[config.mk]
export PLATFORM = sky130hd
export DESIGN_NAME = cmd_parser
export DESIGN_NICKNAME = d
export VERILOG_FILES = /design/src/pb_pkg.sv /design/src/cmd_parser.sv
export SDC_FILE = /design/constraint.sdc
export NUM_CORES = 1
export LEC_CHECK = 0
export BUFFER_PORTS_ARGS = -buffer_cell sky130_fd_sc_hd__buf_2
export CAP_MARGIN = 20
export CORE_MARGIN = 3
export CORE_UTILIZATION = 55
export CTS_CLUSTER_SIZE = 10
export DETAILED_ROUTE_END_ITERATION = 6
export GPL_TIMING_DRIVEN = 0
export PLACE_DENSITY = 0.75
export SYNTH_ARGS = -nofsm -noshare
export SYNTH_HDL_FRONTEND = slang
export SYNTH_SLANG_ARGS = --single-unit
[constraint.sdc]
create_clock -name clock -period 4.2 [get_ports clock]
set_input_delay 0.84 -clock clock [delete_from_list [all_inputs] [get_ports clock]]
set_output_delay 0.84 -clock clock [all_outputs]
set_load 0.01 [all_outputs]
[src/pb_pkg.sv]
`default_nettype none

package pb_pkg;

    localparam int clks_per_bit      = 16;   // UART bit period in clocks
    localparam int cmd_word_len      = 11;   // Includes the trailing comma
    localparam int param_bytes       = 4;
    localparam int max_line_len      = 32;   // Bytes beyond this are dropped
    localparam int bus_strobe_cycles = 4;

    localparam logic [7:0] ascii_cr = 8'h0D;
    localparam logic [7:0] ascii_lf = 8'h0A;

    localparam logic [8*cmd_word_len-1:0] cmd_write_word = "pb_i_write,";
    localparam logic [8*cmd_word_len-1:0] cmd_read_word  = "pb_i__read,";
    localparam logic [15:0]               ok_text        = "OK";
    localparam logic [31:0]               oops_text      = "oops";

    typedef enum logic [1:0] {
        OP_WRITE,
        OP_READ,
        OP_BAD
    } cmd_op_t;

    // Unknown characters decode as zero
    function automatic logic [3:0] ascii_to_nibble(input logic [7:0] c);
        if (c >= "0" && c <= "9") begin
            return c[3:0];
        end
        if ((c >= "A" && c <= "F") || (c >= "a" && c <= "f")) begin
            return c[3:0] + 4'd9;            // 'A' and 'a' both end in 1
        end
        return 4'h0;
    endfunction

    function automatic logic [7:0] nibble_to_ascii(input logic [3:0] n);
        if (n < 4'd10) begin
            return {4'h3, n};
        end
        return 8'h37 + {4'h0, n};           // Upper case A-F
    endfunction

endpackage

`default_nettype wire

[src/cmd_parser.sv]
`timescale 1ns/1ps
`default_nettype none

module cmd_parser (
    input  logic             clock,
    input  logic             rst_n,
    input  logic [7:0]       rx_byte,
    input  logic             rx_valid,
    input  logic             reply_done,
    output logic             cmd_valid,
    output pb_pkg::cmd_op_t  cmd_op,
    output logic [31:0]      cmd_params
);
    import pb_pkg::*;

    typedef enum logic [1:0] {
        PS_COLLECT,
        PS_LOAD,
        PS_MATCH,
        PS_BUSY
    } ps_state_t;

    ps_state_t                           state;
    logic [7:0]                          line_buf [max_line_len];
    logic [$clog2(max_line_len):0]       wr_ptr;
    logic [8*cmd_word_len-1:0]           cmd_word;

    always_ff @(posedge clock or negedge rst_n) begin
        if (!rst_n) begin
            state     <= PS_COLLECT;
            wr_ptr    <= '0;
            cmd_valid <= 1'b0;
            cmd_op    <= OP_BAD;
        end else begin
            cmd_valid <= 1'b0;
            case (state)
                PS_COLLECT: begin
                    if (rx_valid) begin
                        if (rx_byte == ascii_lf) begin
                            state <= PS_LOAD;
                        end else if (wr_ptr < max_line_len) begin
                            wr_ptr <= wr_ptr + 1'b1;
                        end
                    end
                end
                PS_LOAD: begin
                    wr_ptr <= '0;
                    state  <= PS_MATCH;
                end
                PS_MATCH: begin
                    cmd_valid <= 1'b1;
                    state     <= PS_BUSY;
                    if (cmd_word == cmd_write_word) begin
                        cmd_op <= OP_WRITE;
                    end else if (cmd_word == cmd_read_word) begin
                        cmd_op <= OP_READ;
                    end else begin
                        cmd_op <= OP_BAD;
                    end
                end
                PS_BUSY: begin
                    if (reply_done) begin            // Input ignored until the answer is out
                        state <= PS_COLLECT;
                    end
                end
                default: state <= PS_COLLECT;
            endcase
        end
    end

    always_ff @(posedge clock) begin
        if (state == PS_COLLECT && rx_valid && rx_byte != ascii_lf && wr_ptr < max_line_len) begin
            line_buf[wr_ptr[$clog2(max_line_len)-1:0]] <= rx_byte;
        end
    end

    // Word and hex pairs are taken at fixed offsets from the line start
    always_ff @(posedge clock) begin
        if (state == PS_LOAD) begin
            for (int i = 0; i < cmd_word_len; i++) begin
                cmd_word[8*(cmd_word_len-1-i) +: 8] <= line_buf[i];
            end
            for (int i = 0; i < param_bytes; i++) begin
                cmd_params[8*(param_bytes-1-i) +: 8] <= {
                    ascii_to_nibble(line_buf[cmd_word_len + 2*i]),
                    ascii_to_nibble(line_buf[cmd_word_len + 2*i + 1])
                };                                   // Byte 0 lands in the top byte
            end
        end
    end

endmodule

`default_nettype wire

==> flow_summary.json <==
{
  "outcome": "finished clean",
  "crit_chain": "buf_2 -> nor4bb_1 -> a211oi_1 -> clkbuf_1 -> nand2_1 -> nor2_1",
  "critPathKind": "input pin to register",
  "die_area_sq_mm": 0.0206,
  "pin_count": 47,
  "drt-vias-per-instance": 5.74,
  "setup_viol": 0,
  "crit_start": "rx_byte[0]",
  "max_cap_violations": 0,
  "rsz0062_at_grt": "false",
  "synth_edf_count": 272,
  "leakage_nw": 4.14,
  "dieWidth_microns": 144,
  "min_period_over_period": 0.740,
  "rows": 49,
  "dp_hpwl_mm": 10.7,
  "cp-start-kind": "input pin",
  "cts-buffers-inserted": 34,
  "htreeDepth": 2,
  "cts_hold_buffers": 0,
  "drive_gt1_frac": 0.148,
  "power_frac_comb": 0.099,
  "final_common_cell": "edfxtp_1",
  "timing.slew.headroom": 0.359,
  "cts_tree": "done",
  "num-nets-final": 688,
  "final_area_sq_mm": 0.0119,
  "p_sw_frac": 0.230,
  "dpl_cell_area_sq_mm": 0.0110,
  "multi_input_area_sq_mm": 0.00183,
  "final_cell_mix": "edfxtp_1 (272), buf_2 (46), inv_1 (35), clkbuf_16 (35), ha_1 (31)",
  "vias": 5120,
  "grt_max_degree": 63,
  "post_cts_buffers": 0,
  "p_clk_frac": 0.365,
  "drc": 0,
  "finalHoldViolCount": 0,
  "first_pass_iters": 5,
  "grt_pass1_vias": 5397,
  "syn_area_sq_mm": 0.0104,
  "final_max_slew_viol_count": 0,
  "cpPeakStageDelay_ps": 700,
  "die_h_microns": 144,
  "yosysSeqAreaShare": 0.812,
  "seq_area_sq_mm": 0.00844,
  "cts_sinks": 283,
  "gp_congestion": 0.802,
  "drt_iter0_drc": 477,
  "ir_worst_vdd_mv": 0.376,
  "drt-total-wl_mm": 17.9,
  "internal_power_mw": 5.33,
  "syn_to_final_growth_pct": 14.6,
  "antenna_cells": 0,
  "p_switching_mw": 1.59,
  "worst_pin_slew_ps": 950,
  "cpMaxStageDelayCell": "nor2_1",
  "synth-seq-cells": 283,
  "grt_overflow": 0,
  "pwr-share-seq": 0.535,
  "syn-num-nets": 605,
  "cts.clk_slew.worst_paths_ps": 50,
  "critPathRequiredTime_ps": 4310,
  "critPathCaptureType": "register",
  "cts-resized-gates": 0,
  "max-clock-path-buffers": 3,
  "hold_class": "input pin to asynchronous set/reset pin",
  "final.setup.tns_ps": 0,
  "syn_inst": 561,
  "clockRootBuffer": "clkbuf_16",
  "r2r_start": "state[0]",
  "arrival_ps": 3220,
  "initial_utilization": 0.569,
  "wire_per_inst_microns": 20.0,
  "period_minus_slack_ps": 3110,
  "async_flop_share": 0.0389,
  "crit_path_max_fanout": 20,
  "avgSynthCellArea_sq_um": 18.5,
  "clock_skew_ps": 16.9,
  "fmax_ghz": 0.322,
  "insertion_delay_ps": 500,
  "fillers": 1179,
  "io_buffers": 46,
  "core_area_sq_mm": 0.0183,
  "grt_util_all_layers": 0.181,
  "antenna_found_initial": 0,
  "powerDensity_mw_per_mm2": 580,
  "ys_types": 48,
  "synth_ff_type": "edfxtp_1",
  "postRouteAntennaNets": 0,
  "grt_first_pass_wirelength_mm": 28.4,
  "yosysWarnings": 0
}
==> cells in the mapped netlist (3+ instances only) <==
master / number / share of area
inv_1: 35 / 0.013
and4b_1: 4 / 0.0038
nor4b_1: 9 / 0.0076
o21bai_1: 8 / 0.0058
edfxtp_1: 272 / 0.79
mux2_2: 4 / 0.0043
nand2_1: 21 / 0.0076
a2111o_1: 7 / 0.0076
nor2b_1: 3 / 0.0018
nor2_1: 26 / 0.0094
mux2i_1: 6 / 0.0058
a21o_1: 5 / 0.0036
o21ai_0: 13 / 0.0063
nor4bb_1: 9 / 0.0087
dfrtp_1: 10 / 0.024
o22a_1: 3 / 0.0025
a21oi_1: 16 / 0.0077
ha_1: 32 / 0.038
nor3_1: 4 / 0.0019
nand4_1: 6 / 0.0036
nand3_1: 7 / 0.0034
clkbuf_1: 3 / 0.0011
nor4_1: 5 / 0.0030
o22ai_1: 6 / 0.0036
a22o_1: 4 / 0.0034
nor3b_1: 8 / 0.0058
o311ai_0: 6 / 0.0051
==> flip-flops by register name, indices dropped and copies added, names as in the netlist <==
register    flops
line_buf      152
cmd_word       88
cmd_params     32
wr_ptr          6
cmd_op          2
state           2
cmd_valid       1
==> path summary, 6_finish.rpt <==
check,to,slack (ps),cells after the start
min in group clock,cmd_word[44],410,0
max in group asynchronous,cmd_op[1],3660,1
worst min-delay path,cmd_valid,250,1
worst max-delay path,line_buf[6][3],1090,6
worst max register to register,line_buf[6][3],1190,7
worst min register to register,cmd_word[44],410,0
==> metrics by stage <==
step	instances	util	hold WS (ps)	power, mW	setup WS [ps]
floorplan	561	-	400	4.18	55.6
global placement	836	0.598	400	4.42	-842
detailed placement	837	0.600	405	4.45	595
CTS	892	0.652	232	6.99	1080
global route	892	0.652	254	7.19	831
finish	892	0.652	246	6.92	1090
==> kinds of logic after synthesis <==
group | count (synthesis) | share of synthesized area
muxes | 10 | 0.0101
and+or+nand+nor | 119 | 0.0704
adders and majority gates | 32 | 0.0385
buffers and inverters | 38 | 0.0137
DFF | 283 | 0.812
AOI/OAI and AO/OA | 79 | 0.0555
==> critical path: cells and delay by family <==
| family | cells | cell delay (ps) |
|---|---|---|
| compound gates | 1 | 470 |
| buf+inv | 2 | 790 |
| simple gates | 3 | 1110 |
==> area by class of cell <==
| class | count | area share |
|---|---|---|
| Buffer | 3 | 0.000945 |
| Clock buffer | 53 | 0.0792 |
| Clock inverter | 2 | 0.00136 |
| Inverter | 35 | 0.0110 |
| Multi-Input combinational cell | 240 | 0.153 |
| Sequential cell | 283 | 0.709 |
| Tap cell | 229 | 0.0240 |
| Timing Repair Buffer | 47 | 0.0216 |
==> layer usage <==
| layer | up-vias | track usage | part of all wire |
|---|---|---|---|
| li1 | 2386 | - | - |
| met1 | 2549 | 0.231 | 0.40 |
| met2 | 147 | 0.311 | 0.52 |
| met3 | 38 | 0.0326 | 0.054 |
| met4 | 0 | 0.0758 | 0.029 |
| met5 | - | 0 | 0 |
==> power by group through the flow <==
stage	registers, mW	clock network [mW]	logic (mW)
3_5_place_dp	3.76	0	0.694
2_1_floorplan	3.82	0	0.356
5_1_grt	3.74	2.69	0.753
4_1_cts	3.71	2.58	0.699
3_3_place_gp	3.80	0	0.621
6_report	3.70	2.53	0.686
Note: power is estimated with default switching activity, not from simulation.
