[config.mk]
export PLATFORM = sky130hd
export DESIGN_NAME = bus_sequencer
export DESIGN_NICKNAME = d
export VERILOG_FILES = /design/src/pb_pkg.sv /design/src/bus_sequencer.sv
export SDC_FILE = /design/constraint.sdc
export NUM_CORES = 1
export LEC_CHECK = 0
export BUFFER_PORTS_ARGS = -buffer_cell sky130_fd_sc_hd__buf_2
export CAP_MARGIN = 10
export CORE_ASPECT_RATIO = 1.25
export CORE_MARGIN = 1.5
export CORE_UTILIZATION = 30
export DETAILED_ROUTE_END_ITERATION = 16
export PLACE_DENSITY = 0.61
export SLEW_MARGIN = 0
export SYNTH_ARGS = -nofsm -noshare
export SYNTH_HDL_FRONTEND = slang
export SYNTH_SLANG_ARGS = --single-unit
[constraint.sdc]
create_clock -name clock -period 4.8 [get_ports clock]
set_input_delay 1.2 -clock clock [delete_from_list [all_inputs] [get_ports clock]]
set_output_delay 1.2 -clock clock [all_outputs]
set_load 0.02 [all_outputs]
[src/pb_pkg.sv]
`default_nettype none

package pb_pkg;

    localparam int clks_per_bit      = 16;   // UART bit period in clocks
    localparam int cmd_word_len      = 11;   // Includes the trailing comma
    localparam int param_bytes       = 4;
    localparam int max_line_len      = 32;   // Bytes beyond this are dropped
    localparam int bus_strobe_cycles = 4;

    localparam logic [7:0] ascii_cr = 8'h0D;
    localparam logic [7:0] ascii_lf = 8'h0A;

    localparam logic [8*cmd_word_len-1:0] cmd_write_word = "pb_i_write,";
    localparam logic [8*cmd_word_len-1:0] cmd_read_word  = "pb_i__read,";
    localparam logic [15:0]               ok_text        = "OK";
    localparam logic [31:0]               oops_text      = "oops";

    typedef enum logic [1:0] {
        OP_WRITE,
        OP_READ,
        OP_BAD
    } cmd_op_t;

    // Unknown characters decode as zero
    function automatic logic [3:0] ascii_to_nibble(input logic [7:0] c);
        if (c >= "0" && c <= "9") begin
            return c[3:0];
        end
        if ((c >= "A" && c <= "F") || (c >= "a" && c <= "f")) begin
            return c[3:0] + 4'd9;            // 'A' and 'a' both end in 1
        end
        return 4'h0;
    endfunction

    function automatic logic [7:0] nibble_to_ascii(input logic [3:0] n);
        if (n < 4'd10) begin
            return {4'h3, n};
        end
        return 8'h37 + {4'h0, n};           // Upper case A-F
    endfunction

endpackage

`default_nettype wire

[src/bus_sequencer.sv]
`timescale 1ns/1ps
`default_nettype none

module bus_sequencer (
    input  logic             clock,
    input  logic             rst_n,
    input  logic             cmd_valid,
    input  pb_pkg::cmd_op_t  cmd_op,
    input  logic [31:0]      cmd_params,
    input  logic [7:0]       data_in,
    output logic [2:0]       addr,
    output logic [7:0]       data_out,
    output logic             data_oe,
    output logic             rd,
    output logic             wr,
    output logic [31:0]      rd_bytes,
    output logic             seq_done
);
    import pb_pkg::*;

    typedef enum logic [1:0] {
        SQ_IDLE,
        SQ_SETUP,
        SQ_STROBE,
        SQ_GAP
    } sq_state_t;

    sq_state_t                               state;
    logic [$clog2(param_bytes)-1:0]          acc;       // Current access, also the address
    logic [$clog2(bus_strobe_cycles)-1:0]    strb_cnt;

    always_ff @(posedge clock or negedge rst_n) begin
        if (!rst_n) begin
            state    <= SQ_IDLE;
            acc      <= '0;
            strb_cnt <= '0;
            data_oe  <= 1'b0;
            rd       <= 1'b0;
            wr       <= 1'b0;
            seq_done <= 1'b0;
        end else begin
            seq_done <= 1'b0;
            case (state)
                SQ_IDLE: begin
                    if (cmd_valid) begin
                        if (cmd_op == OP_BAD) begin
                            seq_done <= 1'b1;        // Nothing to run on the bus
                        end else begin
                            acc     <= '0;
                            data_oe <= (cmd_op == OP_WRITE);
                            state   <= SQ_SETUP;
                        end
                    end
                end
                SQ_SETUP: begin
                    strb_cnt <= '0;
                    rd       <= (cmd_op == OP_READ);
                    wr       <= (cmd_op == OP_WRITE);
                    state    <= SQ_STROBE;
                end
                SQ_STROBE: begin
                    strb_cnt <= strb_cnt + 1'b1;
                    if (strb_cnt == bus_strobe_cycles - 1) begin
                        rd      <= 1'b0;
                        wr      <= 1'b0;
                        data_oe <= 1'b0;
                        state   <= SQ_GAP;
                        if (acc == param_bytes - 1) begin
                            seq_done <= 1'b1;        // Lines up with the last gap cycle
                        end
                    end
                end
                SQ_GAP: begin
                    if (acc == param_bytes - 1) begin
                        state <= SQ_IDLE;
                    end else begin
                        acc     <= acc + 1'b1;
                        data_oe <= (cmd_op == OP_WRITE);
                        state   <= SQ_SETUP;
                    end
                end
                default: state <= SQ_IDLE;
            endcase
        end
    end

    // Read data is sampled on the last strobe cycle
    always_ff @(posedge clock) begin
        if (state == SQ_STROBE && strb_cnt == bus_strobe_cycles - 1 && cmd_op == OP_READ) begin
            rd_bytes[8*(param_bytes-1-acc) +: 8] <= data_in;
        end
    end

    assign addr     = 3'(acc);
    assign data_out = cmd_params[8*(param_bytes-1-acc) +: 8];

endmodule

`default_nettype wire

==> impl_metrics.json, run 1 <==
{
  "yosys_warnings": 0,
  "grt_pass1_vias": 1466,
  "syn-num-nets": 210,
  "tightest_slew_ns": 0.746,
  "initial_core_util": 0.316,
  "hold_path_class": "reg -> reg",
  "period_needed_ns": 3.13,
  "clock_skew_ns": 0.00485,
  "drc": 0,
  "die_h_um": 96.6,
  "power_leakage_nw": 1.17,
  "arrival_ns": 1.93,
  "cts.sinks": 42,
  "grt_pass1_wl_mm": 7.18,
  "vdd_drop_max_uv": 241,
  "period_share": 0.651,
  "cts_tree": "built",
  "drt_iter0_drc": 35,
  "finalHoldViolCount": 0,
  "vias": 1469,
  "clkTransAtPathRegs_ns": 0.08,
  "finalWeightedCongestion": 0.746,
  "post-synth-top-count-cell": "and2_1",
  "slew_violations": 0,
  "netlist_area_um2": 2100,
  "io_pins": 92,
  "first_pass_iters": 6,
  "setup_viol": 0,
  "critPathKind": "in -> out",
  "synthCells": 153,
  "layout-drive-gt1-share": 0.449,
  "clk_path_buf_depth": 2,
  "fmax_mhz": 320,
  "drtAntennaViolNets": 0,
  "synth_area_leaders": "edfxtp_1, dfrtp_1, and2_1",
  "ys_types": 30,
  "crit_top_cell": "buf_2",
  "setup_tns_ns": 0,
  "end_kind": "output port",
  "wirelength_mm": 4.54,
  "cpPeakStageDelay_ns": 0.45,
  "cap_violations": 0,
  "num_antenna_cells": 0,
  "hold_buffers": 0,
  "postSynthRegisterBits": 42,
  "powerDensity_nw_per_um2": 462,
  "async_flop_share": 0.238,
  "slew-limit-headroom": 0.503,
  "syn2layout_area_growth_pct": 29.4,
  "rows": 33,
  "antenna_found_initial": 0,
  "cp_cell_sequence": "buf_2, mux4_2, buf_2",
  "synth_top_cell_area_share": 0.457,
  "grt_overflow": 0,
  "wl_per_cell_um": 13.6,
  "avgViaCountPerCell": 4.40,
  "dieWidth_um": 77.8,
  "grt.total_usage": 0.127,
  "cp.required_ns": 3.60,
  "postCtsResizedCells": 0,
  "post-cts-setup-buffer-count": 0,
  "die_area_um2": 7520,
  "synth_seq_area_share": 0.577,
  "detailed_place_hpwl_mm": 3.59,
  "core_area_um2": 6650,
  "cts_max_level": 2,
  "clk_latency_ns": 0.29,
  "cp_max_fo": 1,
  "cp-start-kind": "input port",
  "cts_buffers": 5,
  "ys_top_cells_by_count": "and2_1, edfxtp_1, ha_1",
  "portBuffers": 90,
  "nNetsFinal": 303,
  "utilization": 0.409,
  "outcome": "finished clean",
  "slowest_stage": "mux4_2",
  "grt_max_degree": 18,
  "yosysTopAreaCell": "edfxtp_1",
  "synth-edff-count": 32,
  "grt_setup_unrepaired": "false",
  "syn_avg_cell_area_um2": 13.7,
  "ys.flop_type": "edfxtp_1",
  "cts_root_buffer": "clkbuf_8",
  "fillerInstances": 676
}
## worst paths after layout
kind                       slack (ns)                start  depth (start not counted)                 endpoint
max                              1.67        cmd_params[1]                          3              data_out[1]
max in group asynchronous        3.84                rst_n                          1       acc[1]$_DFFE_PN0P_
min reg2reg                      0.51  data_oe$_DFFE_PN0P_                          1      data_oe$_DFFE_PN0P_
min in group asynchronous        0.76                rst_n                          1  strb_cnt[0]$_DFFE_PN0P_
max reg2reg                      2.31   acc[0]$_DFFE_PN0P_                          5   rd_bytes[23]$_DFFE_PP_
min                              0.51  data_oe$_DFFE_PN0P_                          1      data_oe$_DFFE_PN0P_
## layout make-up
cell class / instances / area (um^2) / share of cell area
clock buffers: 5 / 68.8 / 0.0253
clock inverters: 3 / 16.3 / 0.00598
inverters: 7 / 26.3 / 0.00966
multi-input cells: 100 / 837 / 0.308
flip-flops and latches: 42 / 1210 / 0.445
well taps: 87 / 109 / 0.0400
repair buffers: 90 / 450 / 0.166
## placed cells by master, fill, tap and decap left out, types with 3 or more instances in the layout
master / n
and2_1: 36
buf_2: 90
clkbuf_8: 5
dfrtp_1: 10
edfxtp_1: 32
ha_1: 12
inv_1: 7
mux2i_1: 3
mux4_2: 8
nand2_1: 7
nand3_1: 3
nor2_1: 4
nor3_1: 6
o21ai_0: 6
## sequential cells by signal, summed over array words and instances (netlist names)
register	flops
rd_bytes	32
acc	2
state	2
strb_cnt	2
data_oe	1
rd	1
seq_done	1
wr	1
## power by group
part           total, mW  internal [mW]  switching (mW)
logic              0.530          0.255           0.276
clock network      0.219         0.0996           0.119
registers          0.506          0.445          0.0616
## worst max-delay path: cells and delay by family
| family | cells | cell delay, ns |
|---|---|---|
| buffers and inverters | 2 | 0.27 |
| multiplexers | 1 | 0.45 |
## logic make-up after synthesis
| family | count (synthesis) | share of synthesized area |
|---|---|---|
| AO/OA/AOI/OAI | 11 | 0.0369 |
| other | 1 | 0.00179 |
| multiplexers | 13 | 0.113 |
| flip-flops | 42 | 0.577 |
| adder cells (fa/ha/maj) | 12 | 0.0715 |
| AND/OR/NAND/NOR | 63 | 0.176 |
| buffers and inverters | 11 | 0.0250 |
## metrics by stage
step | setup WS (ns) | area, um^2 | cells | hold slack (ns) | total power [mW]
2_1_floorplan | 1.88 | 2100 | 153 | 0.502 | 0.916
3_3_place_gp | 1.68 | 2630 | 326 | 0.489 | 1.04
3_5_place_dp | 1.67 | 2630 | 326 | 0.493 | 1.05
4_1_cts | 1.64 | 2720 | 334 | 0.518 | 1.27
5_1_grt | 1.55 | 2720 | 334 | 0.527 | 1.34
6_report | 1.67 | 2720 | 334 | 0.510 | 1.26
## routing by layer
layer | vias up | track usage | wire length (um)
met5 | - | 0 | 0
met4 | 0 | 0.0455 | 63
met3 | 5 | 0.0272 | 252
met2 | 45 | 0.238 | 2440
met1 | 686 | 0.140 | 1780
li1 | 733 | - | -
(Power assumes the default switching activity.)
==> run 2, diff against run 1 <==
==> constraint.sdc (replaced) <==
create_clock -name clock -period 3.2 [get_ports clock]
set_input_delay 0.8 -clock clock [delete_from_list [all_inputs] [get_ports clock]]
set_output_delay 0.8 -clock clock [all_outputs]
set_load 0.02 [all_outputs]
==> impl_metrics.json, run 2 (same netlist as run 1, synthesis figures left out) <==
{
  "outcome": "finished clean",
  "finalHoldViolCount": 0,
  "clkTransAtPathRegs_ns": 0.08,
  "clk_path_buf_depth": 2,
  "fmax_mhz": 375,
  "cts_root_buffer": "clkbuf_8",
  "vias": 1468,
  "die_area_um2": 7520,
  "drt_iter0_drc": 24,
  "nNetsFinal": 303,
  "cts_buffers": 5,
  "num_antenna_cells": 0,
  "grt.total_usage": 0.123,
  "powerDensity_nw_per_um2": 717,
  "vdd_drop_max_uv": 407,
  "final_cells": 334,
  "cts_tree": "built",
  "post-cts-setup-buffer-count": 0,
  "clk_latency_ns": 0.29,
  "period_share": 0.832,
  "period_needed_ns": 2.66,
  "wirelength_mm": 4.48,
  "grt_pass1_wl_mm": 6.91,
  "dp_cells": 326,
  "drc": 0,
  "largest_register_ffs": 32,
  "layout_common_cells": "buf_2, and2_1, edfxtp_1, ha_1, dfrtp_1",
  "critPathKind": "reg -> out",
  "detailed_place_hpwl_mm": 3.53,
  "setup_tns_ns": 0,
  "r2r_cells": 5,
  "grt_setup_unrepaired": "false",
  "slew_violations": 0,
  "final_common_cell": "buf_2",
  "postCtsResizedCells": 0,
  "hold_ws_ns": 0.352,
  "hold_buffers": 0,
  "dieWidth_um": 77.8,
  "end_kind": "output port",
  "slew-limit-headroom": 0.526,
  "wl_per_cell_um": 13.4,
  "finalWeightedCongestion": 0.827,
  "utilization": 0.413,
  "grt_max_degree": 18,
  "antenna_found_initial": 0,
  "initial_core_util": 0.316,
  "cap_violations": 0,
  "layout-drive-gt1-share": 0.449,
  "cts.sinks": 42,
  "die_h_um": 96.6,
  "cp_max_fo": 17,
  "syn2layout_area_growth_pct": 30.6,
  "tightest_slew_ns": 0.711,
  "arrival_ns": 1.86,
  "hold_path_class": "in -> async",
  "drtAntennaViolNets": 0,
  "portBuffers": 90,
  "cts_max_level": 2,
  "top_register": "rd_bytes",
  "clock_skew_ns": 0.00354,
  "rows": 33,
  "avgViaCountPerCell": 4.40,
  "first_pass_iters": 4,
  "io_pins": 92,
  "setup_viol": 0,
  "cp.required_ns": 2.40,
  "power_leakage_nw": 1.18,
  "grt_pass1_vias": 1398,
  "grt_overflow": 0,
  "cp-start-kind": "flip-flop",
  "core_area_um2": 6650
}
run 2: power by group:
| group | total, mW | switching [mW] | internal [mW] |
|---|---|---|---|
| Sequential | 0.759 | 0.0918 | 0.667 |
| Clock | 0.408 | 0.175 | 0.233 |
| Combinational | 0.800 | 0.418 | 0.382 |
run 2: final cells by class:
type | instances | area, um^2
Multi-Input combinational cell | 100 | 837
Inverter | 7 | 26.3
Fill cell | 644 | 3900
Timing Repair Buffer | 90 | 450
Clock inverter | 2 | 37.5
Sequential cell | 42 | 1210
Clock buffer | 6 | 72.6
Tap cell | 87 | 109
run 2: critical path: stages (launching register included):
cell and delay (ns):
dfrtp_1 0.81, mux4_2 0.59, buf_2 0.17
run 2: through the flow:
stage | power, mW | worst slack (ns) | cell area, um^2
4_1_cts | 1.99 | 0.478 | 2740
5_1_grt | 2.11 | 0.392 | 2740
3_3_place_gp | 1.57 | 0.799 | 2630
6_report | 1.97 | 0.536 | 2740
3_5_place_dp | 1.58 | 0.720 | 2630
2_1_floorplan | 1.37 | 1.05 | 2100
run 2: path summary, 6_finish.rpt:
| kind | slack, ns | end | from |
|---|---|---|---|
| worst min register to register | 0.51 | rd$_DFFE_PN0P_ | rd$_DFFE_PN0P_ |
| worst min-delay path | 0.35 | wr$_DFFE_PN0P_ | rst_n |
| max in group asynchronous | 2.66 | acc[0]$_DFFE_PN0P_ | rst_n |
| min in group clock | 0.51 | rd$_DFFE_PN0P_ | rd$_DFFE_PN0P_ |
| worst max-delay path | 0.54 | data_out[7] | acc[0]$_DFFE_PN0P_ |
| worst max register to register | 0.78 | rd_bytes[23]$_DFFE_PP_ | acc[0]$_DFFE_PN0P_ |
run 2: layer usage:
metal  up-vias  global-route usage  share of wire
met3         5              0.0291          0.046
met5         -                   0              0
met4         0              0.0455          0.010
li1        729                   -              -
met2        47               0.233           0.54
met1       687               0.133           0.40
