[src/pb_pkg.sv]
`default_nettype none

package pb_pkg;

    localparam int clks_per_bit      = 16;   // UART bit period in clocks
    localparam int cmd_word_len      = 11;   // Includes the trailing comma
    localparam int param_bytes       = 4;
    localparam int max_line_len      = 32;   // Bytes beyond this are dropped
    localparam int bus_strobe_cycles = 4;

    localparam logic [7:0] ascii_cr = 8'h0D;
    localparam logic [7:0] ascii_lf = 8'h0A;

    localparam logic [8*cmd_word_len-1:0] cmd_write_word = "pb_i_write,";
    localparam logic [8*cmd_word_len-1:0] cmd_read_word  = "pb_i__read,";
    localparam logic [15:0]               ok_text        = "OK";
    localparam logic [31:0]               oops_text      = "oops";

    typedef enum logic [1:0] {
        OP_WRITE,
        OP_READ,
        OP_BAD
    } cmd_op_t;

    // Unknown characters decode as zero
    function automatic logic [3:0] ascii_to_nibble(input logic [7:0] c);
        if (c >= "0" && c <= "9") begin
            return c[3:0];
        end
        if ((c >= "A" && c <= "F") || (c >= "a" && c <= "f")) begin
            return c[3:0] + 4'd9;            // 'A' and 'a' both end in 1
        end
        return 4'h0;
    endfunction

    function automatic logic [7:0] nibble_to_ascii(input logic [3:0] n);
        if (n < 4'd10) begin
            return {4'h3, n};
        end
        return 8'h37 + {4'h0, n};           // Upper case A-F
    endfunction

endpackage

`default_nettype wire

[src/reply_builder.sv]
`timescale 1ns/1ps
`default_nettype none

module reply_builder (
    input  logic             clock,
    input  logic             rst_n,
    input  logic             seq_done,
    input  pb_pkg::cmd_op_t  cmd_op,
    input  logic [31:0]      rd_bytes,
    input  logic             tx_ready,
    output logic [7:0]       tx_byte,
    output logic             tx_valid,
    output logic             reply_done
);
    import pb_pkg::*;

    typedef enum logic {
        RB_IDLE,
        RB_SEND
    } rb_state_t;

    rb_state_t                   state;
    logic [4:0]                  idx;        // Character position in the answer
    logic [4:0]                  last_idx;
    logic [8*cmd_word_len-1:0]   word;

    always_ff @(posedge clock or negedge rst_n) begin
        if (!rst_n) begin
            state      <= RB_IDLE;
            idx        <= '0;
            reply_done <= 1'b0;
        end else begin
            reply_done <= 1'b0;
            case (state)
                RB_IDLE: begin
                    idx <= '0;
                    if (seq_done) begin
                        state <= RB_SEND;
                    end
                end
                RB_SEND: begin
                    if (tx_ready) begin
                        if (idx == last_idx) begin
                            reply_done <= 1'b1;
                            state      <= RB_IDLE;
                        end else begin
                            idx <= idx + 1'b1;
                        end
                    end
                end
                default: state <= RB_IDLE;
            endcase
        end
    end

    assign tx_valid = (state == RB_SEND);
    assign word     = (cmd_op == OP_READ) ? cmd_read_word : cmd_write_word;

    always_comb begin
        case (cmd_op)
            OP_WRITE: last_idx = 5'(cmd_word_len + 3);                  // Word, OK, CR, LF
            OP_READ:  last_idx = 5'(cmd_word_len + 2*param_bytes + 1);  // Word, hex, CR, LF
            default:  last_idx = 5'd5;                                  // oops, CR, LF
        endcase
    end

    always_comb begin
        tx_byte = ascii_lf;                          // Last character of every answer
        if (cmd_op == OP_BAD) begin
            if (idx < 5'd4) begin
                tx_byte = oops_text[8*(3-idx) +: 8];
            end else if (idx == 5'd4) begin
                tx_byte = ascii_cr;
            end
        end else if (idx < cmd_word_len) begin
            tx_byte = word[8*(cmd_word_len-1-idx) +: 8];
        end else if (cmd_op == OP_WRITE) begin
            if (idx < cmd_word_len + 2) begin
                tx_byte = ok_text[8*(cmd_word_len+1-idx) +: 8];
            end else if (idx == cmd_word_len + 2) begin
                tx_byte = ascii_cr;
            end
        end else begin
            // High nibble of byte 0 goes out first
            if (idx < cmd_word_len + 2*param_bytes) begin
                tx_byte = nibble_to_ascii(rd_bytes[4*(cmd_word_len+2*param_bytes-1-idx) +: 4]);
            end else if (idx == cmd_word_len + 2*param_bytes) begin
                tx_byte = ascii_cr;
            end
        end
    end

endmodule

`default_nettype wire

[config.mk]
export PLATFORM = sky130hd
export DESIGN_NAME = reply_builder
export DESIGN_NICKNAME = d
export VERILOG_FILES = /design/src/pb_pkg.sv /design/src/reply_builder.sv
export SDC_FILE = /design/constraint.sdc
export NUM_CORES = 1
export LEC_CHECK = 0
export BUFFER_PORTS_ARGS = -buffer_cell sky130_fd_sc_hd__buf_2
export CAP_MARGIN = 10
export CORE_MARGIN = 4
export CORE_UTILIZATION = 54
export DETAILED_ROUTE_END_ITERATION = 8
export PLACE_DENSITY = 0.92
export SLEW_MARGIN = 20
export SYNTH_ARGS = -nofsm -noshare
export SYNTH_HDL_FRONTEND = slang
export SYNTH_SLANG_ARGS = --single-unit
[constraint.sdc]
create_clock -name clock -period 4.21 [get_ports clock]
set_input_delay 0.2105 -clock clock [delete_from_list [all_inputs] [get_ports clock]]
set_output_delay 0.2105 -clock clock [all_outputs]
set_load 0.02 [all_outputs]
==> summary.md, run 1 <==
| Metric | Value |
|---|---|
| Vias | `1980` |
| Post-route ant nets | `0` |
| Post-DP HPWL | `3.89 mm` |
| Synthesized area | `1730 um^2` |
| Pre-CTS setup slack | `0.696 ns` |
| Most frequent cell on the critical path | `ha_1` |
| LEAKAGE | `0.859 nW` |
| CP cell instances | `inv_1, ha_1, mux4_2, and2_1, o21ai_0, ha_1, a211o_1, a21o_1, a31oi_1, buf_2` |
| Area growth, synth to finish | `15.1%` |
| Initial antenna violation count | `0` |
| Clock Latency Late Sink | `0.24 ns` |
| Share of layout cells above drive strength 1 | `0.260` |
| CTS-repair resized insts | `0` |
| Num Clock Sinks | `7` |
| DRT Pass-1 Iters | `5` |
| Fin worst setup slack | `0.426 ns` |
| Setup Skew | `0.00444 ns` |
| DR iter-0 viols | `232` |
| Most frequent cells in the layout | `buf_2, nand2_1, nor2_1` |
| Synth area leader | `dfrtp_1` |
| Pin count of the biggest net entering global routing | `21` |
| Top post-synthesis cells by area | `dfrtp_1, mux4_2, mux2i_1, ha_1, a21oi_1` |
| WP buf/inv | `2` |
| Min Tclk post-route | `3.78 ns` |
| PD cells | `995 nW/um^2` |
| RD Place Congestion | `0.949` |
| Avg Synthesized Cell Area | `7.45 um^2` |
| Total global routing overflow | `0` |
| Synthesis warning total | `0` |
| CP Capture Type | `output pin` |
| Number of distinct library cells after synthesis | `59` |
| DRC | `0` |
| Die footprint | `4170 um^2` |
| Worst path depth | `10` |
| Worst-case clock buffer depth | `2` |
| CP delay by family, top | `adder cells` |
| Core area | `3050 um^2` |
| Outcome | `finished clean` |
| H-tree Lvls | `1` |
| Critical path required time | `4.00 ns` |
| Worst-path cell with the longest stage delay | `dfrtp_1` |
| Main synth FF type | `dfrtp_1` |
| CTS Buf Count | `3` |
| Initial Utilization | `0.566` |
| Final setup fails | `0` |
| Post-synth top area share | `0.101` |
| # IOs | `48` |
| Slew @ Worst Pin | `0.786 ns` |
| Routed WL per cell | `15.9 um` |
| RSZ-0062 raised after global routing | `no` |
| N_diodes | `0` |
| Vias in the first global route | `1740` |
| Final Hold Fails | `0` |
| Post-DR vias/cell | `6.33` |
| Port-buffer cells | `46` |
| Die Y | `64.6 um` |
| Slew HR | `0.463` |
| # rows | `20` |
| Final layout net count | `316` |
| Post-synthesis cell count | `232` |
| Final setup TNS | `0 ns` |
| TritonCTS clock tree | `yes` |
| Fmax | `264 MHz` |
| Post-CTS Setup Inserts | `0` |
| CP max FO | `15` |
| Root buf cell | `clkbuf_4` |
| Arrival @ worst endpoint | `3.57 ns` |
| Clock Pin Slew Worst Setup and Hold Paths | `0.05 ns` |
| Die Wd | `64.6 um` |
| Number of synthesized flops with an enable pin | `0` |
| R2R depth | `6` |
| Routed wire length | `4.97 mm` |
| Commonest non-fill, non-tap cell in the layout | `buf_2` |
| Slowest Stage Delay on Critical Path | `0.61 ns` |
| Startpoint types | `flop` |
| Gr usage total | `0.232` |
| R2r setup slk | `2.00 ns` |
| Hold WC Path Type | `primary input to flop` |
| VDD IR max | `0.705 mV` |
| Max cap viols | `0` |
| First-pass GRT wire length | `7.85 mm` |
| Mapped Nets | `278` |
| Hold depth | `3` |
| Seq/Total Area, Yosys | `0.101` |
| CP Class | `flop to output pin` |
| Final Cycle Share | `0.899` |
| #FFs+latches synth | `7` |
| Fin. max-slew vios | `0` |
| Asr flop ratio synth | `1.00` |
## per-stage QoR
| stage | std cells | total power [mW] | area, um^2 | util | hold WS, ns |
|---|---|---|---|---|---|
| floorplan | 232 | 1.51 | 1730 | - | -0.0851 |
| global placement | 308 | 1.83 | 1950 | 0.640 | 0.0422 |
| detailed placement | 308 | 1.87 | 1950 | 0.640 | 0.0464 |
| CTS | 313 | 1.94 | 1990 | 0.652 | 0.180 |
| global route | 313 | 2.15 | 1990 | 0.652 | 0.209 |
| finish | 313 | 1.98 | 1990 | 0.652 | 0.185 |
## path summary, 6_finish.rpt
| path | start | endpoint |
|---|---|---|
| min in group asynchronous | rst_n | reply_done |
| max in group asynchronous | rst_n | idx[0] |
| hold reg to reg | tx_valid | idx[2] |
| hold / removal | seq_done | tx_valid |
| setup / recovery | idx[1] | tx_byte[1] |
| setup reg to reg | idx[4] | idx[4] |
## metal layers
layer  GRT usage  vias to the layer above  part of all wire
met1       0.309                      881              0.39
li1            -                      950                 -
met5           0                        -                 0
met2       0.398                      131              0.49
met4      0.0580                        0             0.017
met3      0.0260                       18              0.10
## cells by family (layout without fill, tap and decap cells)
logic type                 after synthesis  count (layout)  synth area share
buffers and inverters                   29              66            0.0810
and+or+nand+nor                         82              82             0.245
other                                    1               1           0.00217
adders and majority gates                8               8            0.0579
muxes                                   19              19             0.161
xor gates and xnor gates                11              11            0.0557
AOI/OAI and AO/OA                       75              75             0.297
DFF                                      7               7             0.101
## state kept, by name (all words and copies together) (netlist names)
signal / flops
idx: 5
tx_valid: 1
reply_done: 1
## cell usage after synthesis (2+ instances only)
cell	number
a2111oi_0	2
a211o_1	2
a211oi_1	3
a21o_1	3
a21oi_1	16
a221oi_1	2
a31oi_1	8
and2_1	10
and3_1	2
buf_1	2
buf_2	3
clkbuf_1	12
dfrtp_1	7
ha_1	8
inv_1	8
mux2i_1	12
mux4_2	7
nand2_1	20
nand2b_1	4
nand3_1	3
nor2_1	18
nor2b_1	5
nor3_1	7
nor3b_1	2
nor4_1	4
o211ai_1	5
o21ai_0	12
o22ai_1	5
xnor2_1	9
xor2_1	2
## repair_timing
item,in CTS,in global routing
hold buffers,1,0
endpoints found under the setup margin,0,0
endpoints found under the hold margin,7,0
## layout make-up
class | instances | area [um^2]
fillers | 269 | 1060
flip-flops and latches | 7 | 175
inverters | 9 | 33.8
multi-input cells | 196 | 1410
clock buffers | 4 | 26.3
well taps | 44 | 55.1
repair buffers | 53 | 285
## worst reg2reg max path, stage by stage, from the launching register on
cell	delay [ns]
dfrtp_1	0.76
nor2b_1	0.15
a22o_1	0.28
a41o_1	0.32
nor3_1	0.28
xor2_1	0.11
and2_1	0.19
## power by group
part / leakage, nW / switching [mW] / total [mW] / internal, mW
logic: 0.759 / 1.05 / 1.77 / 0.717
clock network: 0.0150 / 0.0209 / 0.0568 / 0.0359
registers: 0.0856 / 0.0653 / 0.156 / 0.0902
(Power assumes the default switching activity.)
==> run 2, diff against run 1 <==
- CORE_ASPECT_RATIO: unset -> 0.6
==> summary.md, run 2 (synthesis results as in run 1) <==
| Metric | Value |
|---|---|
| DR iter-0 viols | `176 (-24%)` |
| # fillers | `262 (-2.6%)` |
| R2R depth | `6 (unchanged)` |
| R2r setup slk | `2.03 ns (+0.03 ns)` |
| Die Y | `51.8 um (-20%)` |
| # rows | `15 (-25%)` |
| # IOs | `48 (unchanged)` |
| GRT busiest layer | `met2` |
| Post-CTS Setup Inserts | `0 (unchanged)` |
| Hold WC Path Type | `primary input to flop` |
| Largest Register | `idx` |
| Fmax | `270 MHz (+2.3%)` |
| Die footprint | `4200 um^2 (+0.72%)` |
| Clock Pin Slew Worst Setup and Hold Paths | `0.04 ns (about the same)` |
| Root buf cell | `clkbuf_8` |
| Final layout net count | `316 (unchanged)` |
| Post-CTS Hold Buffers | `1 (unchanged)` |
| CP Capture Type | `output pin` |
| TritonCTS clock tree | `yes` |
| Post-DR vias/cell | `6.52 (+3.0%)` |
| Final Cell Area | `2010 um^2 (+0.82%)` |
| Area growth, synth to finish | `16.0%` |
| Final setup TNS | `0 ns (unchanged)` |
| Hold depth | `3 (unchanged)` |
| Initial Utilization | `0.583 (+0.0167)` |
| Slowest Stage Delay on Critical Path | `0.62 ns (about the same)` |
| RD Place Congestion | `1.01 (+6.6%)` |
| Die Wd | `81.1 um (+26%)` |
| Vias | `2027 (+2.4%)` |
| Slew HR | `0.409 (-0.0533)` |
| N_diodes | `0 (unchanged)` |
| Max FFs per register | `5 (unchanged)` |
| Port-buffer cells | `46 (unchanged)` |
| R2r startpoint | `idx[4]` |
| Setup Skew | `0.000660 ns (-0.00378 ns)` |
| Min Tclk post-route | `3.70 ns (-0.0835 ns)` |
| Commonest non-fill, non-tap cell in the layout | `buf_2` |
| Worst hold start | `seq_done` |
| Post-route ant nets | `0 (unchanged)` |
| Hold endpoint | `tx_valid` |
| CP Class | `flop to output pin` |
| CTS Buf Count | `3 (unchanged)` |
| Slew @ Worst Pin | `0.880 ns (+0.0939 ns)` |
| Pin count of the biggest net entering global routing | `22 (+4.8%)` |
| Most frequent cell on the critical path | `inv_1` |
| Post-DP HPWL | `4.07 mm (+4.6%)` |
| Most frequent cells in the layout | `buf_2, nand2_1, nor2_1` |
| Final Hold Fails | `0 (unchanged)` |
| Placed Area | `1950 um^2 (-0.13%)` |
| Num Clock Sinks | `7 (unchanged)` |
| Worst-case clock buffer depth | `2 (unchanged)` |
| Tot Pwr | `2.05 mW (+3.4%)` |
| Total global routing overflow | `0 (unchanged)` |
| DRT Pass-1 Iters | `4 (-1)` |
| Worst-path cell with the longest stage delay | `dfrtp_1` |
| Final setup fails | `0 (unchanged)` |
| First-pass GRT wire length | `8.63 mm (+10%)` |
| Share of layout cells above drive strength 1 | `0.260 (unchanged)` |
| H-tree Lvls | `1 (unchanged)` |
| LEAKAGE | `0.867 nW (+0.88%)` |
| PD cells | `1020 nW/um^2 (+2.6%)` |
| Max cap viols | `0 (unchanged)` |
| Final Cycle Share | `0.879 (-0.0198)` |
| Routed WL per cell | `17.1 um (+7.6%)` |
| Initial antenna violation count | `0 (unchanged)` |
| CP cell instances | `inv_1, ha_1, buf_4, inv_1, mux4_2, or3_4, a2111oi_2, o22a_1, buf_2` |
| Routed wire length | `5.31 mm (+6.9%)` |
| Critical path required time | `4.00 ns (about the same)` |
| Met1 Track Usage GR | `0.377 (+0.0676)` |
| M2 GR Usage | `0.390 (-0.00855)` |
| M3 GR Usage | `0.0761 (+0.0501)` |
| VDD IR max | `0.598 mV (-15%)` |
| Gr usage total | `0.265 (+0.0334)` |
| DRC | `0 (unchanged)` |
| Outcome | `finished clean` |
| Core area | `2970 um^2 (-2.9%)` |
| Arrival @ worst endpoint | `3.49 ns (-0.08 ns)` |
| CP max FO | `20 (+5)` |
| Vias in the first global route | `1836 (+5.5%)` |
| Clock Latency Late Sink | `0.23 ns (about the same)` |
| RR Endpoint | `idx[3]` |
| Fin. max-slew vios | `0 (unchanged)` |
| Final hold slack | `0.196 ns (+0.0109 ns)` |
| Startpoint types | `flop` |
| RSZ-0062 raised after global routing | `no` |
| CTS-repair resized insts | `0 (unchanged)` |
| Post-Route Utilization | `0.676 (+0.0247)` |
-- run 2: how the worst max path moves through the flow --
stage,from,endpoint,slack [ns]
3_3_place_gp,idx[1],tx_byte[6],0.89
4_1_cts,idx[1],tx_byte[6],0.55
6_report,idx[1],tx_byte[6],0.51
2_1_floorplan,idx[0],tx_byte[1],0.86
5_1_grt,idx[1],tx_byte[6],0.28
3_5_place_dp,idx[1],tx_byte[6],0.79
-- run 2: power breakdown --
part           total [mW]  internal, mW  leakage (nW)  switching [mW]
Combinational        1.78         0.722         0.758            1.06
Clock              0.0963        0.0656        0.0228          0.0307
Sequential          0.172        0.0901        0.0856          0.0816
Total                2.05         0.877         0.867            1.17
-- run 2: per-layer routing --
| layer | up-vias | part of all wire |
|---|---|---|
| li1 | 941 | - |
| met3 | 10 | 0.15 |
| met2 | 131 | 0.40 |
| met4 | 0 | 0.014 |
| met5 | - | 0 |
| met1 | 945 | 0.44 |
-- run 2: worst max-delay path, delay by kind of cell, from the launching register on --
family,cells,cell delay [ns]
adders and majority gates,1,0.43
and+or+nand+nor,1,0.37
DFF,1,0.62
buffers and inverters,4,0.74
muxes,1,0.52
AOI/OAI and AO/OA,2,0.60
-- run 2: cell type report --
type                    instances  area [um^2]  share of cell area
multi-input cells             196         1410               0.705
repair buffers                 53          285               0.142
flip-flops and latches          7          175              0.0873
well taps                      42         52.6              0.0262
clock buffers                   4         45.0              0.0225
inverters                       9         33.8              0.0168
-- run 2: through the flow --
| stage | setup slack, ns | instances |
|---|---|---|
| final | 0.509 | 311 |
| after global routing | 0.283 | 311 |
| after CTS | 0.549 | 311 |
| after detailed placement | 0.795 | 306 |
| after global placement | 0.893 | 306 |
| after floorplan | 0.862 | 232 |
