## config.mk

```make
export PLATFORM = sky130hd
export DESIGN_NAME = uart_rx
export DESIGN_NICKNAME = d
export VERILOG_FILES = /design/src/pb_pkg.sv /design/src/uart_rx.sv
export SDC_FILE = /design/constraint.sdc
export NUM_CORES = 1
export LEC_CHECK = 0
export ABC_CLOCK_PERIOD_IN_PS = 2100
export BUFFER_PORTS_ARGS = -buffer_cell sky130_fd_sc_hd__buf_2
export CORE_AREA = 2 2 42 44
export CTS_BUF_LIST = sky130_fd_sc_hd__clkbuf_4 sky130_fd_sc_hd__clkbuf_8
export DETAILED_ROUTE_END_ITERATION = 16
export DIE_AREA = 0 0 44 46
export HOLD_SLACK_MARGIN = 0.03
export PLACE_DENSITY = 0.88
export SLEW_MARGIN = 20
export SYNTH_ARGS = -nofsm -noshare
export SYNTH_HDL_FRONTEND = slang
export SYNTH_SLANG_ARGS = --single-unit
```

## constraint.sdc

```tcl
create_clock -name clock -period 2.1 [get_ports clock]
set_input_delay 0.42 -clock clock [delete_from_list [all_inputs] [get_ports clock]]
set_output_delay 0.42 -clock clock [all_outputs]
set_load 0.1 [all_outputs]
```

## src/pb_pkg.sv

```systemverilog
`default_nettype none

package pb_pkg;

    localparam int clks_per_bit      = 16;   // UART bit period in clocks
    localparam int cmd_word_len      = 11;   // Includes the trailing comma
    localparam int param_bytes       = 4;
    localparam int max_line_len      = 32;   // Bytes beyond this are dropped
    localparam int bus_strobe_cycles = 4;

    localparam logic [7:0] ascii_cr = 8'h0D;
    localparam logic [7:0] ascii_lf = 8'h0A;

    localparam logic [8*cmd_word_len-1:0] cmd_write_word = "pb_i_write,";
    localparam logic [8*cmd_word_len-1:0] cmd_read_word  = "pb_i__read,";
    localparam logic [15:0]               ok_text        = "OK";
    localparam logic [31:0]               oops_text      = "oops";

    typedef enum logic [1:0] {
        OP_WRITE,
        OP_READ,
        OP_BAD
    } cmd_op_t;

    // Unknown characters decode as zero
    function automatic logic [3:0] ascii_to_nibble(input logic [7:0] c);
        if (c >= "0" && c <= "9") begin
            return c[3:0];
        end
        if ((c >= "A" && c <= "F") || (c >= "a" && c <= "f")) begin
            return c[3:0] + 4'd9;            // 'A' and 'a' both end in 1
        end
        return 4'h0;
    endfunction

    function automatic logic [7:0] nibble_to_ascii(input logic [3:0] n);
        if (n < 4'd10) begin
            return {4'h3, n};
        end
        return 8'h37 + {4'h0, n};           // Upper case A-F
    endfunction

endpackage

`default_nettype wire

```

## src/uart_rx.sv

```systemverilog
`timescale 1ns/1ps
`default_nettype none

module uart_rx (
    input  logic       clock,
    input  logic       rst_n,
    input  logic       rx,
    output logic [7:0] rx_byte,
    output logic       rx_valid
);
    import pb_pkg::*;

    typedef enum logic [1:0] {
        RX_IDLE,
        RX_START,
        RX_DATA,
        RX_STOP
    } rx_state_t;

    rx_state_t                         state;
    logic [$clog2(clks_per_bit)-1:0]   cnt;
    logic [2:0]                        bit_idx;
    logic                              rx_meta;
    logic                              rx_sync;

    always_ff @(posedge clock or negedge rst_n) begin
        if (!rst_n) begin
            state    <= RX_IDLE;
            cnt      <= '0;
            bit_idx  <= '0;
            rx_meta  <= 1'b1;                // Line idles high
            rx_sync  <= 1'b1;
            rx_valid <= 1'b0;
        end else begin
            rx_meta  <= rx;
            rx_sync  <= rx_meta;
            rx_valid <= 1'b0;
            case (state)
                RX_IDLE: begin
                    cnt <= '0;
                    if (!rx_sync) begin
                        state <= RX_START;
                    end
                end
                RX_START: begin
                    if (cnt == clks_per_bit/2 - 1) begin
                        cnt     <= '0;
                        bit_idx <= '0;
                        state   <= rx_sync ? RX_IDLE : RX_DATA;   // Reject glitches
                    end else begin
                        cnt <= cnt + 1'b1;
                    end
                end
                RX_DATA: begin
                    if (cnt == clks_per_bit - 1) begin
                        cnt     <= '0;
                        bit_idx <= bit_idx + 1'b1;
                        if (bit_idx == 3'd7) begin
                            state <= RX_STOP;
                        end
                    end else begin
                        cnt <= cnt + 1'b1;
                    end
                end
                RX_STOP: begin
                    if (cnt == clks_per_bit - 1) begin
                        rx_valid <= rx_sync;         // Framing error drops the byte
                        state    <= RX_IDLE;
                    end else begin
                        cnt <= cnt + 1'b1;
                    end
                end
                default: state <= RX_IDLE;
            endcase
        end
    end

    // LSB arrives first, so shift in from the top
    always_ff @(posedge clock) begin
        if (state == RX_DATA && cnt == clks_per_bit - 1) begin
            rx_byte <= {rx_sync, rx_byte[7:1]};
        end
    end

endmodule

`default_nettype wire

```

==> results of run 1 <==
## layer usage
layer / part of all wire (%) / GRT usage, % / routed length, um
met5: 0 / 0 / 0
met4: 0 / 3.64 / 0
met3: 5.0 / 7.14 / 69
met2: 57 / 29.1 / 792
met1: 38 / 18.2 / 532
## sequential cells by signal (all words and copies together) (netlist names), named ones only
| signal | flops |
|---|---|
| rx_valid | 1 |
| bit_idx | 3 |
| state | 1 |
| rx_meta | 1 |
| rx_byte | 8 |
| cnt | 4 |
| rx_sync | 1 |
## worst max-delay path, cell delays in order, from the launching register on
cell     delay [ps]
dfrtp_1         430
ha_1            290
and4_1          350
nand2_2         110
inv_2           180
## kinds of logic (layout without fill, tap and decap cells)
kind of cell    after synthesis  after routing  share of synthesized area, %
compound gates               19             19                          15.1
fa+ha+maj                     3              3                          4.40
flops                        20             20                          63.6
simple gates                 21             21                          12.6
buf+inv                       7             20                          4.25
## stage by stage
step / hold WS [ps] / setup slack [ps] / cells / instance area [um^2] / utilization, %
6_report: 217 / 459 / 100 / 971 / 60.2
5_1_grt: 195 / 362 / 100 / 971 / 60.2
4_1_cts: 206 / 456 / 100 / 971 / 60.2
3_5_place_dp: 307 / 467 / 95 / 908 / 56.3
3_3_place_gp: 301 / 576 / 95 / 908 / 56.3
2_1_floorplan: 124 / 624 / 70 / 853 / -
## how the worst max path moves through the flow
stage,slack [ps],from,endpoint,cells past startpoint
2_1_floorplan,620,cnt[0],rx_byte[0],5
3_3_place_gp,580,cnt[0],rx_byte[3],4
3_5_place_dp,470,cnt[0],rx_byte[3],4
4_1_cts,460,cnt[0],rx_byte[3],4
5_1_grt,360,cnt[0],rx_byte[2],4
6_report,460,cnt[0],rx_byte[3],4
## power by group through the flow
stage	logic (mW)	clock network, mW	registers [mW]
floorplan	0.338	0	0.558
global placement	0.354	0	0.574
detailed placement	0.370	0	0.579
CTS	0.377	0.310	0.572
global route	0.421	0.327	0.585
finish	0.375	0.304	0.574
## cell usage in the layout (no fill, tap or decap), types with 2 or more instances in the layout
master    Yosys  layout
dfstp_2       2       2
nand2_2       2       2
nand2_1       4       4
inv_1         2       2
ha_1          3       3
o22a_1        2       2
buf_2         2      11
o22ai_1       5       5
clkbuf_4      0       3
dfrtp_1      10      10
a21oi_1       6       6
nor3_1        3       3
nand3_1       2       2
edfxtp_1      8       8
a211oi_1      2       2
nor2_1        6       6
## Yosys cell counts, types with 2 or more instances
| cell type | count |
|---|---|
| nand3_1 | 2 |
| a21oi_1 | 6 |
| ha_1 | 3 |
| nor3_1 | 3 |
| o22ai_1 | 5 |
| dfrtp_1 | 10 |
| inv_1 | 2 |
| nand2_1 | 4 |
| nor2_1 | 6 |
| o22a_1 | 2 |
| edfxtp_1 | 8 |
| dfstp_2 | 2 |
| a211oi_1 | 2 |
| nand2_2 | 2 |
| buf_2 | 2 |
## final cells by class
class	count	area (um^2)
Clock buffer	3	22.5
Clock inverter	1	30.0
Fill cell	119	643
Inverter	4	15.0
Multi-Input combinational cell	43	274
Sequential cell	20	543
Tap cell	17	21.3
Timing Repair Buffer	12	65.1
## what timing repair did
item / 4_1_cts / 5_1_grt
hold buffers: 1 / 0
setup buffers: 0 / 0
hold endpoints to repair: 10 / 0
==> results.txt, run 1 <==
The first global-routing pass estimated 2310 um of wire. Clock latency on the worst-skew pair, taken at its later pin, is 300 ps. The logs give 20 for the number of sinks on the clock net and 11.8 ps for the clock tree skew after final layout.

For the maximum VDD drop, the log shows 1.22 mV. For this design the ratio of total power to cell area is 1290 nW/um^2. The floorplan step set the die width to 44 um. In the synthesized netlist, the number of instances is 70. The tools report the max-slew violation count as 0. The number of H-tree branching levels is 1. Of all nets on the critical path, the largest fanout is 9. The repair_antennas step left the layout with diodes totalling 0. After detailed routing, the total wire length is 1390 um.

Post-CTS repair changed the size of 0 cells. The tools report the critical register-to-register path endpoint as rx_byte[3]. After synthesis, the cell types taking the most area are dfrtp_1 29%, edfxtp_1 28%, dfstp_2 6.2%. Max-cap violations in this run came to 0. The final number of hold-violating endpoints is 0. In this run the critical register-to-register path is launched from cnt[0]. The run finished with clean final reports. The number of cells traversed by the worst hold path is 1, and the count of input and output buffers is 11. The tools report the first-pass iteration count of the detailed router as 4. Among all flip-flop cells after synthesis, the most frequent one is dfrtp_1.

Summed over all instances, the cell type with the most area after synthesis is dfrtp_1. Cell internal power was estimated by the tool at 0.823 mW. Relative to the synthesized area, the layout overhead comes to 13.8%. The die covers 2020 um^2. The number of DRC violations after detailed-routing iteration 0 was 15; the fraction of power spent switching nets was 34.3%. The clock passes through at most 2 buffers. Worst reg-to-reg path cell count: 4. In this run, synthesis inferred 8 flip-flops with an integrated enable. For the reported leakage power, the log shows 0.419 nW. Summing every instance area after synthesis gives 853 um^2.

For this run, design rule violations remaining after detail routing come to 0. The worst hold path begins at rx. The final HPWL from detailed placement is 993 um. Count of cell types in the netlist: 26. The tree is rooted in a clkbuf_4.

The Yosys step of the flow raised 0 warnings. The worst slew slack as a fraction of its limit is 67.9%, and the final weighted congestion in routability-driven placement is 0.779. The number of vias in the routed layout came out at 582.

The worst setup slack for register-to-register paths came out at 460 ps. TritonCTS built the clock tree. The floorplan row count is 15, and the proportion of netlist area held by the largest area contributor is 29.3%.

The average wire length per cell after detail routing was 13.9 um; the post-synthesis register bit count was 20. Core box area: 1610 um^2. For this run the aggregate overflow at the end of global routing stands at 0. The vertical extent of the die is 46 um, and the number of global-route vias before repair is 549. Combinational logic burns 29.9% of the power. The aggregate negative setup slack is 0 ps, and the CTS clock-pin slew for the worst setup and hold paths is 110 ps. For the pin with the worst max-slew slack, the measured transition is 485 ps. The total routing usage reported by global routing was 16.4%; the starting density of the core was 52.9%.

The net total in the final layout came out at 90. The clock group share of total power came out at 24.3%. The logs give 0 for the number of nets still failing antenna checks after routing and 0 for the final setup violation count.

Async set-or-reset flop fraction in the synthesized netlist: 60.0%. For this design the top-level I/O count stands at 12. The tightest min-delay check is of the input pin to flop type. The worst setup path is launched from a flop. Number of vias per cell after detailed routing: 5.82. The number of antenna violations at the first check in global routing was 0; the number of buffers created by CTS was 3.

The tools report the proportion of power drawn by flip-flops and latches as 45.8%. Setup repair after global routing left no endpoint under its margin. By startpoint and endpoint, the worst setup path is classified as flop to flop. The tools report the endpoint with the worst hold slack as rx_meta. The synthesized area divided by synthesized cell count was 12.2 um^2.

Overall power consumption after layout is estimated at 1.25 mW. Share of post-route cells with drive strength above 1: 27.7%. In this run the power spent charging and discharging nets is 0.430 mW. The ratio of final minimum period to clock period was 78.2%; the share of synthesized area occupied by flip-flops and latches was 63.6%.

Based on the critical path, the design can be clocked at up to 0.609 GHz. At the worst endpoint, the arrival time is 1650 ps. Data on the critical path is required at its endpoint by 2110 ps. STA classifies the critical path endpoint as a flop.

For the post-synthesis net count, the log shows 76. The shortest period the worst path allows works out to 1640 ps. Entering global routing, the biggest net connects 14 pins.
Note: power is estimated with default switching activity, not from simulation.
==> inputs of run 2 (changes only) <==
--- a/config.mk
+++ b/config.mk
@@ -5,14 +5,14 @@
 export SDC_FILE = /design/constraint.sdc
 export NUM_CORES = 1
 export LEC_CHECK = 0
-export ABC_CLOCK_PERIOD_IN_PS = 2100
+export ABC_CLOCK_PERIOD_IN_PS = 1500
 export BUFFER_PORTS_ARGS = -buffer_cell sky130_fd_sc_hd__buf_2
-export CORE_AREA = 2 2 42 44
+export CORE_AREA = 2 2 44 46
 export CTS_BUF_LIST = sky130_fd_sc_hd__clkbuf_4 sky130_fd_sc_hd__clkbuf_8
 export DETAILED_ROUTE_END_ITERATION = 16
-export DIE_AREA = 0 0 44 46
+export DIE_AREA = 0 0 46 48
 export HOLD_SLACK_MARGIN = 0.03
-export PLACE_DENSITY = 0.88
+export PLACE_DENSITY = 0.84
 export SLEW_MARGIN = 20
 export SYNTH_ARGS = -nofsm -noshare
 export SYNTH_HDL_FRONTEND = slang
==> constraint.sdc (replaced) <==
create_clock -name clock -period 1.5 [get_ports clock]
set_input_delay 0.3 -clock clock [delete_from_list [all_inputs] [get_ports clock]]
set_output_delay 0.3 -clock clock [all_outputs]
set_load 0.1 [all_outputs]
==> results.txt, run 2 (synthesis gave the netlist of run 1 again) <==
The maximum VDD drop is 1.36 mV (was 1.22 mV). The share of post-route cells with drive strength above 1 works out to 32.6% (was 27.7%). Biggest registers after layout: rx_byte: 8 flops, cnt: 4 flops, bit_idx: 3 flops (unchanged). The clock tree skew after final layout was 12.3 ps (was 11.8 ps); the vertical extent of the die was 48 um (was 46 um). The master of the slowest instance on the critical path is buf_2 (was dfrtp_1).

The highest clock frequency the design can meet was 0.708 GHz. The first-pass iteration count of the detailed router was 4 (unchanged). The type of the worst setup path is flop to output pin (was flop to flop). The logs give 1110 ps (was 1650 ps) for the data arrival at the endpoint of the critical path and 101 (was 95) for the number of instances in the placed design.

The CTS clock-pin slew for the worst setup and hold paths works out to 100 ps (was 110 ps). Type of element capturing the critical path: an output pin (was a flop). The tools report the floorplan row count as 15 (unchanged).

The tools report the count of filler cells inserted in the layout as 143 (was 119). The max-cap violation count was 0 (unchanged). The routed wire length came out at 1520 um (was 1390 um). For the reported leakage power, the log shows 0.438 nW (was 0.419 nW). The first-pass GRT wire length was 2400 um (was 2310 um); the slew at the pin with the worst max-slew slack was 487 ps (was 485 ps). The horizontal die dimension is 46 um (was 44 um). Buffer type at the clock tree root: clkbuf_4 (unchanged). The run gives 592 (was 582) as the number of vias in the routed layout. TritonCTS built the clock tree. The tools report the count of placed standard cells in the final layout, fillers left out as 106 (was 100).

The tools report the data required time at the worst endpoint as 1200 ps (was 2110 ps). The max-slew violation count was 0 (unchanged). The most common cell after layout, fill and taps aside was buf_2 (unchanged). The total design power is 1.71 mW (was 1.25 mW). The worst hold path class was input pin to flop (unchanged). The run finished with clean final reports. The DRC violation count after routing is 0 (unchanged). The final setup violation count is 0 (unchanged), and the number of buffers and inverters on the critical path is 1 (unchanged). Kind of cell adding the most delay to the critical path: buffers and inverters (was simple AND/OR/NAND/NOR gates). Number of H-tree branching levels: 1 (unchanged). Setup repair after global routing left no endpoint under its margin. The run gives 0 ps (unchanged) as the aggregate negative setup slack.

The run gives 16.1% (was 16.4%) as the total routing usage reported by global routing. The tools report the post-route core utilization as 59.0% (was 60.2%). The tools report the startpoint type of the worst setup path as a flop (unchanged). The number of flip-flops under the largest register name is 8 (unchanged).

The count of input and output buffers works out to 11 (unchanged). The number of sinks on the clock net is 20 (unchanged), and the number of global-route vias before repair is 578 (was 549). The starting density of the core came out at 50.5% (was 52.9%). The worst-path maximum fanout is 2 (was 9), and the average wire length per cell after detail routing is 14.3 um (was 13.9 um).

The worst path in the final design needs a cycle of 1410 ps, including I/O delays and setup. For the final standard cell area without fillers, the log shows 996 um^2 (was 971 um^2). The run gives 1690 um^2 (was 1610 um^2) as the core box area. The net total in the final layout was 96 (was 90); the minimum hold slack was 95.3 ps (was 217 ps).

The delay of the slowest cell on the worst path was 430 ps (about the same). Dividing the final minimum period by the clock period gives 94.1%. For the number of nets still failing antenna checks after routing, the log shows 0 (unchanged). The final HPWL from detailed placement is 1190 um (was 993 um), and the number of antenna violations at the first check in global routing is 0 (unchanged).

Most frequent cells in the layout: 11 x buf_2, 10 x dfrtp_1, 8 x edfxtp_1 (unchanged). The minimum setup slack after placement was 108 ps (was 467 ps). The power density over cell area works out to 1720 nW/um^2 (was 1290 nW/um^2). Register with the highest flop count: rx_byte (unchanged). The buffer levels on the longest clock path is 2 (unchanged). The run gives 953 um^2 (was 908 um^2) as the post-placement cell area.

For the clock network latency to the later pin of the worst-skew pair, the log shows 300 ps (about the same). Number of vias per cell after detailed routing: 5.58 (was 5.82). The die area was 2210 um^2 (was 2020 um^2). The tools report the number of DRC violations after detailed-routing iteration 0 as 19 (was 15).

The least setup slack across all paths after layout was 88.4 ps (was 459 ps). For the overall overflow remaining after global route, the log shows 0 (unchanged). The maximum number of pins on one net before global-route repair came out at 13 (was 14). For the final antenna diode count, the log shows 0 (unchanged). List of cells traversed by the critical path: buf_2 (was ha_1 > and4_1 > nand2_2 > inv_2).

The worst slew slack as a fraction of its limit is 67.8% (was 67.9%), and the area overhead of the layout relative to synthesis is 16.7% (was 13.8%). The number of buffers created by CTS is 3 (unchanged), and the final weighted congestion in routability-driven placement is 0.880 (was 0.779). The number of I/O pins was 12 (unchanged); the final number of hold-violating endpoints was 0 (unchanged).
==> run 2: changes by cell type in the layout (fill, tap and decap cells not counted) <==
cell / delta
buf_4: +6
bufinv_16: -1
clkbuf_4: +1
inv_2: -1
inv_4: +1
==> run 2: metal layers <==
layer  up-vias  wire length, um  GRT usage (%)
li1        294                -              -
met1       283              678           19.0
met2        13              758           26.9
met3         2               72           6.79
met4         0               10           5.14
met5         -                0              0
==> run 2: power breakdown <==
part	switching [mW]	internal, mW
sequential	0.114	0.665
clock	0.150	0.122
combinational	0.360	0.298
total	0.624	1.08
==> run 2: what timing repair did <==
action | CTS | global route
endpoints found under the setup margin | 0 | 1
resized for setup | 0 | 1
hold buffers | 1 | 0
buffers inserted | 0 | 0
endpoints found under the hold margin | 10 | 0
==> run 2: path summary, 6_finish.rpt <==
kind	from	depth (start not counted)	slack [ps]	end
hold / removal	rx	1	100	rx_meta
hold reg to reg	rx_meta	0	360	rx_sync
max in group asynchronous	rst_n	2	840	rx_meta
min in group asynchronous	rst_n	2	380	state[0]
setup / recovery	rx_byte[3]	1	90	rx_byte[3]
setup reg to reg	cnt[1]	6	100	cnt[0]
==> run 2: area by class of cell <==
type	instances	area, um^2	share of cell area (%)
flip-flops and latches	20	543	54.5
multi-input cells	43	274	27.5
repair buffers	18	110	11.1
clock buffers	4	30.0	3.02
well taps	17	21.3	2.14
inverters	4	17.5	1.76
